File: src/common/cdc_pkg.sv
`default_nettype none

package cdc_pkg;

    // ==============================
    // Basic stream types
    // ==============================
    typedef logic [7:0]  byte_t;
    typedef logic [15:0] len_t;
    typedef logic [15:0] count_t;

    // ==============================
    // Frame headers
    // ==============================
    localparam byte_t DOWN_HDR_H = 8'hAA;
    localparam byte_t DOWN_HDR_L = 8'h55;
    localparam byte_t UP_HDR_H   = 8'hAA;
    localparam byte_t UP_HDR_L   = 8'h44;

    // Payload buffer inside the parser
    localparam int MAX_PAYLOAD    = 64;
    localparam int PAYLOAD_ADDR_W = 6;
    typedef logic [PAYLOAD_ADDR_W-1:0] payload_addr_t;

    // ==============================
    // Handlers
    // ==============================
    localparam int NUM_PWM_CH = 8;
    localparam int NUM_DSM_CH = 8;

    localparam byte_t CMD_PWM = 8'h20;
    localparam byte_t CMD_DSM = 8'h0A;

    // Uplink source tag for DSM replies
    localparam byte_t DSM_SOURCE = 8'h0A;

    // Measurement window in clocks
    localparam int DSM_WINDOW    = 256;
    localparam int DSM_REPLY_LEN = 2;

endpackage

`default_nettype wire

File: src/protocol/command_dispatcher.sv
`default_nettype none

module command_dispatcher (
    input  wire                         clk,
    input  wire                         rst_n,
    input  wire                         parse_done,
    input  wire cdc_pkg::byte_t         cmd,
    input  wire cdc_pkg::len_t          len,
    output cdc_pkg::payload_addr_t      payload_addr,
    input  wire cdc_pkg::byte_t         payload_data,
    input  wire                         handlers_ready,
    output cdc_pkg::byte_t              cmd_type,
    output cdc_pkg::byte_t              cmd_data,
    output cdc_pkg::payload_addr_t      cmd_index,
    output logic                        cmd_start,
    output logic                        cmd_data_valid,
    output logic                        cmd_done,
    output logic                        led_out
);
    import cdc_pkg::*;

    typedef enum logic [1:0] {
        S_IDLE,
        S_WAIT,
        S_SEND,
        S_DONE
    } disp_state_t;

    disp_state_t   state;
    len_t          len_q;
    payload_addr_t rd_addr;
    logic          last_read;

    assign payload_addr = rd_addr;
    assign last_read    = (len_t'(rd_addr) == len_q - 1'b1);

    // Buffer data lags the address by one cycle, same as cmd_data_valid
    assign cmd_data = payload_data;

    always_ff @(posedge clk or negedge rst_n) begin
        if (!rst_n) begin
            state          <= S_IDLE;
            rd_addr        <= '0;
            cmd_index      <= '0;
            cmd_start      <= 1'b0;
            cmd_data_valid <= 1'b0;
            cmd_done       <= 1'b0;
            led_out        <= 1'b0;
        end else begin
            cmd_start      <= 1'b0;
            cmd_data_valid <= 1'b0;
            cmd_done       <= 1'b0;
            case (state)
                // Frames that arrive while busy are dropped here
                S_IDLE: if (parse_done) state <= S_WAIT;
                S_WAIT: begin
                    if (handlers_ready) begin
                        cmd_start <= 1'b1;
                        led_out   <= ~led_out;
                        rd_addr   <= '0;
                        state     <= (len_q == '0) ? S_DONE : S_SEND;
                    end
                end
                S_SEND: begin
                    cmd_data_valid <= 1'b1;
                    cmd_index      <= rd_addr;
                    rd_addr        <= rd_addr + 1'b1;
                    if (last_read) state <= S_DONE;
                end
                S_DONE: begin
                    cmd_done <= 1'b1;
                    state    <= S_IDLE;
                end
                default: state <= S_IDLE;
            endcase
        end
    end

    // Hold the frame header for the whole dispatch
    always_ff @(posedge clk) begin
        if (state == S_IDLE && parse_done) begin
            cmd_type <= cmd;
            len_q    <= len;
        end
    end

endmodule

`default_nettype wire

File: src/protocol/frame_parser.sv
`default_nettype none

module frame_parser (
    input  wire                         clk,
    input  wire                         rst_n,
    input  wire cdc_pkg::byte_t         rx_data,
    input  wire                         rx_strobe,
    input  wire cdc_pkg::payload_addr_t payload_addr,
    output cdc_pkg::byte_t              payload_data,
    output logic                        parse_done,
    output cdc_pkg::byte_t              cmd,
    output cdc_pkg::len_t               len
);
    import cdc_pkg::*;

    typedef enum logic [2:0] {
        S_HDR_H,
        S_HDR_L,
        S_CMD,
        S_LEN_H,
        S_LEN_L,
        S_PAYLOAD,
        S_SUM
    } parse_state_t;

    parse_state_t  state;
    payload_addr_t wr_idx;
    byte_t         sum;
    len_t          rx_len;
    byte_t         mem [MAX_PAYLOAD];

    // Full length once the low byte shows up
    assign rx_len = {len[15:8], rx_data};

    // ==============================
    // Frame state machine
    // ==============================
    always_ff @(posedge clk or negedge rst_n) begin
        if (!rst_n) begin
            state      <= S_HDR_H;
            wr_idx     <= '0;
            parse_done <= 1'b0;
        end else begin
            parse_done <= 1'b0;
            if (rx_strobe) begin
                case (state)
                    S_HDR_H: if (rx_data == DOWN_HDR_H) state <= S_HDR_L;
                    S_HDR_L: begin
                        if (rx_data == DOWN_HDR_L) begin
                            state <= S_CMD;
                        end else if (rx_data != DOWN_HDR_H) begin
                            state <= S_HDR_H;
                        end
                    end
                    S_CMD:   state <= S_LEN_H;
                    S_LEN_H: state <= S_LEN_L;
                    S_LEN_L: begin
                        wr_idx <= '0;
                        // Oversize frames go straight back to hunting
                        if (rx_len > len_t'(MAX_PAYLOAD)) begin
                            state <= S_HDR_H;
                        end else if (rx_len == '0) begin
                            state <= S_SUM;
                        end else begin
                            state <= S_PAYLOAD;
                        end
                    end
                    S_PAYLOAD: begin
                        wr_idx <= wr_idx + 1'b1;
                        if (len_t'(wr_idx) == len - 1'b1) state <= S_SUM;
                    end
                    S_SUM: begin
                        parse_done <= (rx_data == sum);
                        state      <= S_HDR_H;
                    end
                    default: state <= S_HDR_H;
                endcase
            end
        end
    end

    // Command, length and running sum over cmd, length and payload
    always_ff @(posedge clk) begin
        if (rx_strobe) begin
            case (state)
                S_CMD: begin
                    cmd <= rx_data;
                    sum <= rx_data;
                end
                S_LEN_H: begin
                    len[15:8] <= rx_data;
                    sum       <= sum + rx_data;
                end
                S_LEN_L: begin
                    len[7:0] <= rx_data;
                    sum      <= sum + rx_data;
                end
                S_PAYLOAD: begin
                    mem[wr_idx] <= rx_data;
                    sum         <= sum + rx_data;
                end
                default: ;
            endcase
        end
    end

    // Registered read port for the dispatcher
    always_ff @(posedge clk) begin
        payload_data <= mem[payload_addr];
    end

endmodule

`default_nettype wire

File: src/cdc.sv
`default_nettype none

module cdc (
    input  wire                               clk,
    input  wire                               rst_n,
    input  wire cdc_pkg::byte_t               usb_data_in,
    input  wire                               usb_data_valid_in,
    output logic                              led_out,
    output logic [cdc_pkg::NUM_PWM_CH-1:0]    pwm_pins,
    input  wire  [cdc_pkg::NUM_DSM_CH-1:0]    dsm_signal_in,
    output cdc_pkg::byte_t                    usb_upload_data,
    output logic                              usb_upload_valid
);
    import cdc_pkg::*;

    // Host strobe edge detect
    logic          valid_q;
    logic          rx_strobe;

    // Parser to dispatcher
    logic          parse_done;
    byte_t         parsed_cmd;
    len_t          parsed_len;
    payload_addr_t payload_addr;
    byte_t         payload_data;

    // Command bus
    byte_t         cmd_type;
    byte_t         cmd_data;
    payload_addr_t cmd_index;
    logic          cmd_start;
    logic          cmd_data_valid;
    logic          cmd_done;

    logic          pwm_ready;
    logic          dsm_ready;
    logic          handlers_ready;

    // DSM reply into the packer
    byte_t         upload_data;
    logic          upload_valid;
    logic          upload_ready;

    always_ff @(posedge clk or negedge rst_n) begin
        if (!rst_n) begin
            valid_q <= 1'b0;
        end else begin
            valid_q <= usb_data_valid_in;
        end
    end

    assign rx_strobe = usb_data_valid_in & ~valid_q;

    // PWM never stalls the bus
    assign pwm_ready      = 1'b1;
    assign handlers_ready = pwm_ready & dsm_ready;

    frame_parser u_parser (
        .clk          (clk),
        .rst_n        (rst_n),
        .rx_data      (usb_data_in),
        .rx_strobe    (rx_strobe),
        .payload_addr (payload_addr),
        .payload_data (payload_data),
        .parse_done   (parse_done),
        .cmd          (parsed_cmd),
        .len          (parsed_len)
    );

    command_dispatcher u_dispatcher (
        .clk            (clk),
        .rst_n          (rst_n),
        .parse_done     (parse_done),
        .cmd            (parsed_cmd),
        .len            (parsed_len),
        .payload_addr   (payload_addr),
        .payload_data   (payload_data),
        .handlers_ready (handlers_ready),
        .cmd_type       (cmd_type),
        .cmd_data       (cmd_data),
        .cmd_index      (cmd_index),
        .cmd_start      (cmd_start),
        .cmd_data_valid (cmd_data_valid),
        .cmd_done       (cmd_done),
        .led_out        (led_out)
    );

    pwm_handler u_pwm_handler (
        .clk            (clk),
        .rst_n          (rst_n),
        .cmd_type       (cmd_type),
        .cmd_data       (cmd_data),
        .cmd_index      (cmd_index),
        .cmd_data_valid (cmd_data_valid),
        .cmd_done       (cmd_done),
        .pwm_pins       (pwm_pins)
    );

    dsm_handler u_dsm_handler (
        .clk            (clk),
        .rst_n          (rst_n),
        .cmd_type       (cmd_type),
        .cmd_data       (cmd_data),
        .cmd_index      (cmd_index),
        .cmd_data_valid (cmd_data_valid),
        .cmd_done       (cmd_done),
        .ready          (dsm_ready),
        .dsm_signal_in  (dsm_signal_in),
        .upload_data    (upload_data),
        .upload_valid   (upload_valid),
        .upload_ready   (upload_ready)
    );

    upload_packer u_packer (
        .clk              (clk),
        .rst_n            (rst_n),
        .upload_data      (upload_data),
        .upload_valid     (upload_valid),
        .upload_ready     (upload_ready),
        .usb_upload_data  (usb_upload_data),
        .usb_upload_valid (usb_upload_valid)
    );

endmodule

`default_nettype wire

File: src/dsm_handler.sv
`default_nettype none

module dsm_handler (
    input  wire                             clk,
    input  wire                             rst_n,
    input  wire cdc_pkg::byte_t             cmd_type,
    input  wire cdc_pkg::byte_t             cmd_data,
    input  wire cdc_pkg::payload_addr_t     cmd_index,
    input  wire                             cmd_data_valid,
    input  wire                             cmd_done,
    output logic                            ready,
    input  wire  [cdc_pkg::NUM_DSM_CH-1:0]  dsm_signal_in,
    output cdc_pkg::byte_t                  upload_data,
    output logic                            upload_valid,
    input  wire                             upload_ready
);
    import cdc_pkg::*;

    typedef enum logic [1:0] {
        S_IDLE,
        S_MEASURE,
        S_SEND_H,
        S_SEND_L
    } dsm_state_t;

    dsm_state_t                    state;
    logic [NUM_DSM_CH-1:0]         sync_q1;
    logic [NUM_DSM_CH-1:0]         sync_q2;
    logic [$clog2(NUM_DSM_CH)-1:0] ch_sel;
    count_t                        win_cnt;
    count_t                        high_cnt;

    // Two-flop synchronizer on the raw inputs
    always_ff @(posedge clk or negedge rst_n) begin
        if (!rst_n) begin
            sync_q1 <= '0;
            sync_q2 <= '0;
        end else begin
            sync_q1 <= dsm_signal_in;
            sync_q2 <= sync_q1;
        end
    end

    always_ff @(posedge clk) begin
        if (cmd_data_valid && cmd_type == CMD_DSM && cmd_index == 0) begin
            ch_sel <= cmd_data[$clog2(NUM_DSM_CH)-1:0];
        end
    end

    // ==============================
    // Window counter and reply
    // ==============================
    always_ff @(posedge clk or negedge rst_n) begin
        if (!rst_n) begin
            state    <= S_IDLE;
            win_cnt  <= '0;
            high_cnt <= '0;
        end else begin
            case (state)
                S_IDLE: begin
                    if (cmd_done && cmd_type == CMD_DSM) begin
                        win_cnt  <= '0;
                        high_cnt <= '0;
                        state    <= S_MEASURE;
                    end
                end
                S_MEASURE: begin
                    high_cnt <= high_cnt + count_t'(sync_q2[ch_sel]);
                    win_cnt  <= win_cnt + 1'b1;
                    if (win_cnt == count_t'(DSM_WINDOW - 1)) state <= S_SEND_H;
                end
                S_SEND_H: if (upload_ready) state <= S_SEND_L;
                S_SEND_L: if (upload_ready) state <= S_IDLE;
                default:  state <= S_IDLE;
            endcase
        end
    end

    // Busy from the cycle after cmd_done until the low byte is taken
    assign ready        = (state == S_IDLE);
    assign upload_valid = (state == S_SEND_H) || (state == S_SEND_L);
    assign upload_data  = (state == S_SEND_H) ? high_cnt[15:8] : high_cnt[7:0];

endmodule

`default_nettype wire

File: src/pwm_handler.sv
`default_nettype none

module pwm_handler (
    input  wire                             clk,
    input  wire                             rst_n,
    input  wire cdc_pkg::byte_t             cmd_type,
    input  wire cdc_pkg::byte_t             cmd_data,
    input  wire cdc_pkg::payload_addr_t     cmd_index,
    input  wire                             cmd_data_valid,
    input  wire                             cmd_done,
    output logic [cdc_pkg::NUM_PWM_CH-1:0]  pwm_pins
);
    import cdc_pkg::*;

    byte_t chan_q;
    byte_t duty_q;
    byte_t duty [NUM_PWM_CH];
    byte_t pwm_cnt;

    // Byte 0 picks the channel, byte 1 carries the duty
    always_ff @(posedge clk) begin
        if (cmd_data_valid && cmd_type == CMD_PWM) begin
            if (cmd_index == 0) begin
                chan_q <= cmd_data;
            end else if (cmd_index == 1) begin
                duty_q <= cmd_data;
            end
        end
    end

    // ==============================
    // Duty table and PWM compare
    // ==============================
    always_ff @(posedge clk or negedge rst_n) begin
        if (!rst_n) begin
            pwm_cnt  <= '0;
            pwm_pins <= '0;
            for (int i = 0; i < NUM_PWM_CH; i++) begin
                duty[i] <= '0;
            end
        end else begin
            pwm_cnt <= pwm_cnt + 1'b1;
            if (cmd_done && cmd_type == CMD_PWM && chan_q < NUM_PWM_CH) begin
                duty[chan_q[$clog2(NUM_PWM_CH)-1:0]] <= duty_q;
            end
            for (int i = 0; i < NUM_PWM_CH; i++) begin
                pwm_pins[i] <= (pwm_cnt < duty[i]);
            end
        end
    end

endmodule

`default_nettype wire

File: src/upload_packer.sv
`default_nettype none

module upload_packer (
    input  wire                 clk,
    input  wire                 rst_n,
    input  wire cdc_pkg::byte_t upload_data,
    input  wire                 upload_valid,
    output logic                upload_ready,
    output cdc_pkg::byte_t      usb_upload_data,
    output logic                usb_upload_valid
);
    import cdc_pkg::*;

    typedef enum logic [2:0] {
        S_IDLE,
        S_HDR_L,
        S_SRC,
        S_LEN_H,
        S_LEN_L,
        S_DATA,
        S_SUM
    } pack_state_t;

    pack_state_t state;
    logic        upload_valid_q;
    logic        frame_start;
    len_t        data_cnt;
    byte_t       sum;

    assign frame_start  = upload_valid && !upload_valid_q;
    assign upload_ready = (state == S_DATA);

    always_ff @(posedge clk or negedge rst_n) begin
        if (!rst_n) begin
            state            <= S_IDLE;
            upload_valid_q   <= 1'b0;
            usb_upload_valid <= 1'b0;
            data_cnt         <= '0;
        end else begin
            upload_valid_q   <= upload_valid;
            usb_upload_valid <= 1'b1;
            case (state)
                S_IDLE: begin
                    usb_upload_valid <= frame_start;
                    if (frame_start) state <= S_HDR_L;
                end
                S_HDR_L: state <= S_SRC;
                S_SRC:   state <= S_LEN_H;
                S_LEN_H: state <= S_LEN_L;
                S_LEN_L: begin
                    data_cnt <= '0;
                    state    <= S_DATA;
                end
                S_DATA: begin
                    usb_upload_valid <= upload_valid;
                    if (upload_valid) begin
                        data_cnt <= data_cnt + 1'b1;
                        if (data_cnt == len_t'(DSM_REPLY_LEN - 1)) state <= S_SUM;
                    end
                end
                S_SUM:   state <= S_IDLE;
                default: state <= S_IDLE;
            endcase
        end
    end

    // Output byte and checksum from the source byte on
    always_ff @(posedge clk) begin
        case (state)
            S_IDLE:  usb_upload_data <= UP_HDR_H;
            S_HDR_L: usb_upload_data <= UP_HDR_L;
            S_SRC: begin
                usb_upload_data <= DSM_SOURCE;
                sum             <= DSM_SOURCE;
            end
            S_LEN_H: begin
                usb_upload_data <= byte_t'(DSM_REPLY_LEN >> 8);
                sum             <= sum + byte_t'(DSM_REPLY_LEN >> 8);
            end
            S_LEN_L: begin
                usb_upload_data <= byte_t'(DSM_REPLY_LEN);
                sum             <= sum + byte_t'(DSM_REPLY_LEN);
            end
            S_DATA: begin
                if (upload_valid) begin
                    usb_upload_data <= upload_data;
                    sum             <= sum + upload_data;
                end
            end
            S_SUM:   usb_upload_data <= sum;
            default: ;
        endcase
    end

endmodule

`default_nettype wire

File: config.mk
export PLATFORM = sky130hd
export DESIGN_NAME = cdc
export DESIGN_NICKNAME = d
export VERILOG_FILES = /design/src/common/cdc_pkg.sv /design/src/protocol/command_dispatcher.sv /design/src/protocol/frame_parser.sv /design/src/cdc.sv /design/src/dsm_handler.sv /design/src/pwm_handler.sv /design/src/upload_packer.sv
export SDC_FILE = /design/constraint.sdc
export NUM_CORES = 1
export LEC_CHECK = 0
export BUFFER_PORTS_ARGS = -buffer_cell sky130_fd_sc_hd__buf_2
export CORE_MARGIN = 10
export CORE_UTILIZATION = 35
export DETAILED_ROUTE_END_ITERATION = 7
export GPL_TIMING_DRIVEN = 0
export HOLD_SLACK_MARGIN = 0.06
export PLACE_DENSITY = 0.54
export SLEW_MARGIN = 20
export SYNTH_ARGS = -nofsm -noshare
export SYNTH_HDL_FRONTEND = slang
export SYNTH_SLANG_ARGS = --single-unit
export TNS_END_PERCENT = 100
File: constraint.sdc
create_clock -name clk -period 3.5 [get_ports clk]
set_input_delay 0.525 -clock clk [delete_from_list [all_inputs] [get_ports clk]]
set_output_delay 0.525 -clock clk [all_outputs]
set_load 0.05 [all_outputs]
## Yosys cells after proc, flatten, opt, wreduce, memory -nomap -nowiden

Memory sizes are Yosys's and may differ from the RTL's. A register that Yosys moved wholly into a read port is not among the register bits.
Cells that the tools add are included.

| storage, ports and cells | value |
|---|---|
| register bits | 270 |
| memory bits (writable) | 512 |
| output and inout port bits | 18 |
| word-level logic and storage cells | 203 |
| memories kept | 1 |

| cells by class | value |
|---|---|
| $add $sub $neg | 11 |
| order comparisons | 13 |
| equal/unequal tests | 42 |
| muxes and demuxes | 48 |
| bitwise gates (word level) | 5 |
| reductions and logical operators | 43 |

Memory list:

| name | words | width | rd ports | clocked after Yosys merged registers in | wr ports | RTL line | source |
|---|---|---|---|---|---|---|---|
| u_parser.mem | 64 | 8 | 1 | 1 | 1 | frame_parser.sv:30 | `byte_t mem [MAX_PAYLOAD];` |

Operators with widths:

| operator | count |
|---|---|
| $pmux W16 S2 | 3 |
| $bwmux W64 | 1 |
| $lt A8 B8 Y1 | 8 |
| $pmux W8 S7 | 1 |
| $pmux W3 S6 | 2 |
| $add A16 B1 Y16 const B | 2 |
| $eq A6 B16 Y1 | 2 |
| $logic_not A16 Y1 | 2 |
| $mux W16 | 2 |
| $mux W8 | 4 |
| $sub A16 B1 Y16 const B | 2 |
| $demux W8 S3 | 1 |
| $mux W3 | 8 |
| $pmux W6 S2 | 2 |
| $pmux W8 S3 | 1 |
| $reduce_and A2 Y1 | 12 |
| $eq A3 B3 Y1 const B | 6 |
| $add A16 B1 Y16 | 1 |
| $add A8 B8 Y8 | 2 |
| $eq A16 B1 Y1 const B | 1 |
| $eq A16 B8 Y1 const B | 1 |
| $gt A16 B7 Y1 const B | 1 |
| $mux W2 | 8 |
| $ne A2 B1 Y1 const B | 8 |
| other kinds (41) | 81 |

## Depth between registers and ports, before layout

| depth | value |
|---|---|
| depth in word-level cells | 6 |
| mapped depth | 13 |

## Hierarchy

From an unflattened synthesis, not the netlist that was laid out.

| unflattened totals | value |
|---|---|
| cells, all modules | 2116 |
| area, all modules | 33968.8 um^2 |

Modules (own cells, without submodules):

| module | instances | cells an instance | area an instance (um^2) | seq. area each (um^2) |
|---|---|---|---|---|
| frame_parser | 1 | 1100 | 22140.0 | 16746.1 |
| pwm_handler | 1 | 385 | 4986.0 | 2482.4 |
| dsm_handler | 1 | 254 | 2656.3 | 1341.3 |
| upload_packer | 1 | 229 | 2233.4 | 1006.0 |
| command_dispatcher | 1 | 146 | 1914.3 | 1171.1 |
| cdc | 1 | 2 | 38.8 | 25.0 |

## Worst setup path after synthesis

OpenSTA, ideal clock, no wires.

| timing | value |
|---|---|
| path type | flip-flop to flip-flop |
| start | register u_dsm_handler.state[0] |
| end | register u_packer.sum[7] (data pin) |
| library setup time | 0.260 ns |
| arrival | 2.599 ns |
| path slack | 0.641 ns |
| cell stages (with the launch flop) | 12 |
| clock period less this slack | 2.859 ns |
| cell sequence | dfrtp_1 -> inv_1 -> ha_1 -> clkbuf_1 -> mux2_2 -> ha_1 -> o21ai_0 -> inv_1 -> a2111oi_0 -> a211oi_1 -> nor2b_1 -> nand3_1 |

| on the way | value |
|---|---|
| longest elaborated chain between the ends | 5 |

Ends and longest elaborated chain:

| item | RTL line | source |
|---|---|---|
| start, declared | dsm_handler.sv:26 | `dsm_state_t state;` |
| start signal, assigned | dsm_handler.sv:55 | `state <= S_IDLE;` |
| start signal, assigned | dsm_handler.sv:64 | `state <= S_MEASURE;` |
| start signal, assigned | dsm_handler.sv:70 | `if (win_cnt == count_t'(DSM_WINDOW - 1)) state <= S_SEND_H;` |
| $eq A2 B2 Y1 | dsm_handler.sv:82 | `assign upload_data = (state == S_SEND_H) ? high_cnt[15:8] : high_cnt[7:0];` |
| $mux W8 | dsm_handler.sv:82 |  |
| $add A8 B8 Y8 | upload_packer.sv:87 | `sum <= sum + upload_data;` |
| $mux W8 | upload_packer.sv:85 | `if (upload_valid) begin` |
| $pmux W8 S3 | upload_packer.sv:69 | `case (state)` |
| end signal, assigned | upload_packer.sv:78 | `sum <= sum + byte_t'(DSM_REPLY_LEN >> 8);` |
| end signal, assigned | upload_packer.sv:82 | `sum <= sum + byte_t'(DSM_REPLY_LEN);` |
| end signal, assigned | upload_packer.sv:87 |  |
| end, declared | upload_packer.sv:28 | `byte_t sum;` |

No other way between the ends. The select of a mux whose other input is x is not followed.
A chain may end at the register's enable or synchronous reset.

## Final worst setup path

| timing | value |
|---|---|
| start | register u_parser.state[2] |
| end | memory u_parser.mem[37][3] (netlist bit) (enable) |

| on the way | value |
|---|---|
| longest elaborated chain between the ends | 4 |

Ends and longest elaborated chain:

| item | RTL line | source |
|---|---|---|
| start, declared | frame_parser.sv:26 | `parse_state_t state;` |
| start signal, assigned | frame_parser.sv:40 | `state <= S_HDR_H;` |
| start signal, assigned | frame_parser.sv:47 | `S_HDR_H: if (rx_data == DOWN_HDR_H) state <= S_HDR_L;` |
| start signal, assigned | frame_parser.sv:50 | `state <= S_CMD;` |
| $eq A3 B3 Y1 | frame_parser.sv:85 | `case (state)` |
| $mux W1 | frame_parser.sv:85 |  |
| $mux W1 | frame_parser.sv:84 | `if (rx_strobe) begin` |
| $mux W1 (implied by the code) | frame_parser.sv:99 | `mem[wr_idx] <= rx_data;` |
| end, declared | frame_parser.sv:30 |  |

No other way between the ends.

==> results.env <==
DIE_H_MICRONS=330
FLOORPLAN.INITIALDENSITY_PCT=35.4
AREA_GROWTH_PCT=14.5
CLKLATENCYLATEPIN_NS=0.66
CRITICAL_PATH.MOST_COMMON_CELL='sky130_fd_sc_hd__nor2_1'
WORSTPATHBUFFERINVERTERCOUNT=1
SYNTH_EDF_COUNT=603
ANTENNA_FOUND_INITIAL=1
CP_DATA_ARRIVAL_TIME_NS=3.73
NUM-FILL-CELLS=8669
GRT_PASS1_VIAS=18913
SYNTH_AREA_SQ_UM=33700
STATIC-LEAKAGE-POWER_nW=13.4
FP.DIEAREA_SQ_UM=109000
ROOT_DRIVER='sky130_fd_sc_hd__clkbuf_16'
WORST_SETUP_TIMING_SLACK_AT_THE_PLACEMENT_STAGE_NS=-0.343
RR_ENDPOINT='u_parser.mem[37][3]$_DFFE_PP_'
PIN_COUNT=37
HTREE_NUM_LEVELS=3
TOTAL_VIA_COUNT_IN_THE_ROUTED_DESIGN=18333
TIMING.CRITICAL_PATH.MAX_DELAY_FAMILY='simple AND/OR/NAND/NOR gates'
GLOBAL_ROUTE.USAGE.MET1_PCT=18.6
TIMING.FMAX_GHz=0.289
DRT_PRE_ANTENNA_ITERS=5
WORST_CLK_SKEW_NS=0.0380
CP_DATA_REQUIRED_TIME_NS=3.77
POWER_DENSITY_nW_PER_UM2=671
R2R_SLACK_NS=0.04
FINALCRITICALPERIOD_NS=3.46
YS_SEQ_ELEMENTS=790
LAYOUT_SETUP_WS_NS=0.0392
MIN_PATH_TYPE='input pin to async pin'
DPL.HPWL_MICRONS=50800
POST-ROUTE-PERIOD-UTIL_PCT=98.9
AVGVIACOUNTPERCELL=5.18
WP_DEPTH=7
FINISH.NET_COUNT=2312
RSZ_0062_RAISED_AFTER_GLOBAL_ROUTING='yes'
FIRST_ELEMENT_OF_THE_CRITICAL_PATH='u_parser.state[2]$_DFFE_PN0P_'
AVGSYNTHCELLAREA_SQ_UM=16.3
CELL_AREA_AFTER_LAYOUT_SQ_UM=38600
YOSYS_WARNINGS=0
STARTPOINT_TYPE='register'
CRITICAL_PATH.MAX_STAGE_DELAY_NS=0.92
SLEW_VIOL_FINAL=0
GRT.TOTAL_USAGE_PCT=14.2
GRT_FIRST_PASS_WIRELENGTH_MICRONS=118000
SYNTHCELLS=2067
CRIT_CHAIN='clkbuf_1, nand2b_1, nor2_1, nand2_1, nor2_1, nand3_1, nor2_1'
COUNT_OF_BUFFERS_FROM_PORT_BUFFERING=36
NETLIST.TOP_CELL.BY_AREA='sky130_fd_sc_hd__edfxtp_1'
CAP_VIOLATIONS=0
GLOBAL_ROUTE.PEAK_USAGE_LAYER='met2'
DETAILED_ROUTE_WIRE_LENGTH_MICRONS=77100
TIMING.MAX_SLEW.REL_SLACK_PCT=31.2
TRITONCTS='yes'
FINAL_SETUP_VIOLATIONS=0
DRCVIOLATIONCOUNT=0
FINAL_CORE_UTIL_PCT=40.5
CLOCK_TREE.BUFFER_DEPTH=3
CTS_MADE_BUFFERS=82
FINALHOLDVIOLCOUNT=0
CRIT_PATH_MAX_FANOUT=9
ANT_NETS=0
GLOBALROUTE.TOTALOVERFLOW=0
WORST_IR_DROP_VDD_V=0.000392
GP_ROUTABILITY_CONGESTION=0.804
PLACED_AREA_SQ_UM=35600
SYNTH_TOP_AREA_SHARE_PCT=53.7
DOMINANTREGCELLSYNTH='sky130_fd_sc_hd__edfxtp_1'
GRT_MAX_DEGREE=98
PLACEABLE_CORE_AREA_SQ_UM=95300
SYN_NETS=2178
SYNTHTOPCELLSBYAREA='sky130_fd_sc_hd__edfxtp_1 54%, sky130_fd_sc_hd__dfrtp_1 13%, sky130_fd_sc_hd__mux4_2 11%, sky130_fd_sc_hd__ha_1 3.3%, sky130_fd_sc_hd__mux2_2 2.9%'
DRT-INITIAL-DRC-COUNT=1519
POSTSYNTH.ASYNCRESETSHARE_PCT=22.7
WL_PER_CELL_MICRONS=21.8
GR-USAGE-MET2_PCT=23.4
GROUTE.LAYER.MET3.USAGE_PCT=3.17
TIMING.HOLD.WS_NS=0.249
WORST_PIN_SLEW_NS=1.03
REG2REGPATHDEPTH=7
WORST_SETUP_HOLD_PATH_CLK_SLEW_NS=0.06
CRITPATHSLOWESTCELL='sky130_fd_sc_hd__nor2_1'
SYNTH_SEQUENTIAL_AREA_RATIO_PCT=67.5
RUN_STATUS='finished clean'
POWER.TOTAL_W=0.0259
CRIT-REG2REG-LAUNCH='u_parser.state[2]$_DFFE_PN0P_'
FINAL_LAYOUT_SIZE_SUFFIX_GT1_SHARE_PCT=21.1
NUMCLOCKSINKS=790
SETUP.WORST_PATH.END_CLASS='register'
CRITICAL_PATH_CLASS='register to register'
SYNTH_CELL_TYPES=77
NUM_ROWS=113
CHIPWIDTH_MICRONS=330
-- kinds of logic (layout without fill, tap and decap cells) --
logic type	count (synthesis)	count (layout)	share of synthesized area, %
other cells	0	1	0
buf+inv	177	380	2.13
mux	255	255	13.9
fa+ha+maj	92	92	3.46
xor+xnor	67	67	1.74
flops	790	790	67.5
simple gates	469	469	6.99
compound gates	217	217	4.27
-- registers in the layout, summed over array words and instances (netlist names), 6 cells and up --
signal and count:
u_dsm_handler.sync_q1 8, u_dispatcher.cmd_type 8, u_pwm_handler.pwm_cnt 8, u_pwm_handler.pwm_pins 8
u_dsm_handler.sync_q2 8, u_dispatcher.payload_addr 6, u_parser.cmd 8, u_dsm_handler.win_cnt 16
u_dispatcher.cmd_index 6, u_packer.usb_upload_data 8, u_parser.sum 8, u_dispatcher.len_q 16
u_parser.len 16, u_pwm_handler.duty 64, u_pwm_handler.duty_q 8, u_packer.sum 8
u_parser.payload_data 8, u_parser.wr_idx 6, u_pwm_handler.chan_q 8, u_dsm_handler.high_cnt 16
u_packer.data_cnt 16, u_parser.mem 512
-- cells in the final DEF (no fill, tap or decap), types with 10 or more instances in the layout --
master / count
sky130_fd_sc_hd__edfxtp_1: 603
sky130_fd_sc_hd__dfrtp_1: 179
sky130_fd_sc_hd__mux4_2: 162
sky130_fd_sc_hd__nor2_1: 149
sky130_fd_sc_hd__inv_1: 96
sky130_fd_sc_hd__ha_1: 90
sky130_fd_sc_hd__nand2_1: 89
sky130_fd_sc_hd__mux2_2: 86
sky130_fd_sc_hd__clkbuf_16: 84
sky130_fd_sc_hd__clkbuf_1: 51
sky130_fd_sc_hd__o21ai_0: 51
sky130_fd_sc_hd__nand3_1: 41
sky130_fd_sc_hd__xnor2_1: 40
sky130_fd_sc_hd__buf_2: 39
sky130_fd_sc_hd__a21oi_1: 37
sky130_fd_sc_hd__nor3_1: 35
sky130_fd_sc_hd__xor2_1: 27
sky130_fd_sc_hd__a21o_1: 27
sky130_fd_sc_hd__nand4_1: 21
sky130_fd_sc_hd__clkinv_2: 21
sky130_fd_sc_hd__nand2b_1: 20
sky130_fd_sc_hd__a22oi_1: 17
sky130_fd_sc_hd__and3_1: 15
sky130_fd_sc_hd__or3_1: 15
sky130_fd_sc_hd__and2_1: 13
sky130_fd_sc_hd__a211oi_1: 13
sky130_fd_sc_hd__buf_4: 12
sky130_fd_sc_hd__clkinv_1: 12
sky130_fd_sc_hd__nor2b_1: 11
sky130_fd_sc_hd__a31oi_1: 11
sky130_fd_sc_hd__bufinv_16: 11
sky130_fd_sc_hd__or2_2: 10
sky130_fd_sc_hd__dlygate4sd3_1: 10
-- worst max-delay path by stage --
| stage | endpoint |
|---|---|
| 4_1_cts | u_parser.mem[37][0]$_DFFE_PP_ |
| 2_1_floorplan | u_packer.sum[7]$_SDFFCE_PP0P_ |
| 3_5_place_dp | u_parser.payload_data[0]$_DFF_P_ |
| 6_report | u_parser.mem[37][3]$_DFFE_PP_ |
| 5_1_grt | u_parser.mem[21][7]$_DFFE_PP_ |
| 3_3_place_gp | valid_q$_DFF_PN0_ |
-- worst register-to-register path: stages (launching register included) --
cell and delay (ns):
sky130_fd_sc_hd__dfrtp_1 0.32, sky130_fd_sc_hd__clkbuf_1 0.28, sky130_fd_sc_hd__nand2b_1 0.20, sky130_fd_sc_hd__nor2_1 0.32, sky130_fd_sc_hd__nand2_1 0.11, sky130_fd_sc_hd__nor2_1 0.25, sky130_fd_sc_hd__nand3_1 0.65, sky130_fd_sc_hd__nor2_1 0.93
-- synthesized netlist by cell type (all sizes together), types with 8 or more instances --
| cell type | count |
|---|---|
| and4 | 8 |
| ha | 90 |
| edfxtp | 603 |
| inv | 96 |
| nor2b | 11 |
| nor2 | 152 |
| nand3 | 42 |
| dfxtp | 8 |
| nand2b | 20 |
| a211oi | 13 |
| or3 | 15 |
| or2 | 10 |
| nor3 | 39 |
| mux2 | 86 |
| a21oi | 37 |
| and2 | 13 |
| mux4 | 162 |
| o21ai | 51 |
| xor2 | 27 |
| a21o | 27 |
| dfrtp | 179 |
| buf | 29 |
| a31oi | 11 |
| xnor2 | 40 |
| nand2 | 89 |
| and3 | 15 |
| o21bai | 9 |
| nor4 | 10 |
| nand4 | 21 |
| a22oi | 17 |
| clkbuf | 51 |
-- power breakdown --
part	switching [W]	internal (W)
registers	0.000253	0.0106
logic	0.00342	0.00248
clock network	0.00377	0.00535
-- final cells by class --
type	count	area [sq um]	area share (%)
Timing Repair Buffer	50	405	1.05
Multi-Input combinational cell	1100	10200	26.6
Sequential cell	790	22700	59.0
Buffer	80	379	0.983
Antenna cell	1	2.50	0.00649
Clock inverter	55	642	1.66
Clock buffer	98	2200	5.71
Inverter	97	364	0.944
Tap cell	1265	1580	4.10
-- stage by stage --
| stage | cells | TNS (ns) |
|---|---|---|
| 6_report | 3536 | 0 |
| 5_1_grt | 3535 | -0.840 |
| 4_1_cts | 3535 | 0 |
| 3_5_place_dp | 3372 | -2.26 |
| 3_3_place_gp | 3368 | -187.72 |
| 2_1_floorplan | 2067 | 0 |
-- metal layers --
layer	share of wire (%)	wire length (microns)
met3	6.1	4700
met4	2.4	1830
met5	0.017	13
met1	43	33100
met2	49	37500
-- timing repair --
action	CTS	global route
pin swaps	0	0
endpoints found under the setup margin	8	45
endpoints found under the hold margin	106	0
gates resized for setup	10	4
buffers inserted	0	0
hold buffers	10	0
cloned	0	0
No activity file was read; power rests on OpenSTA's default activity.
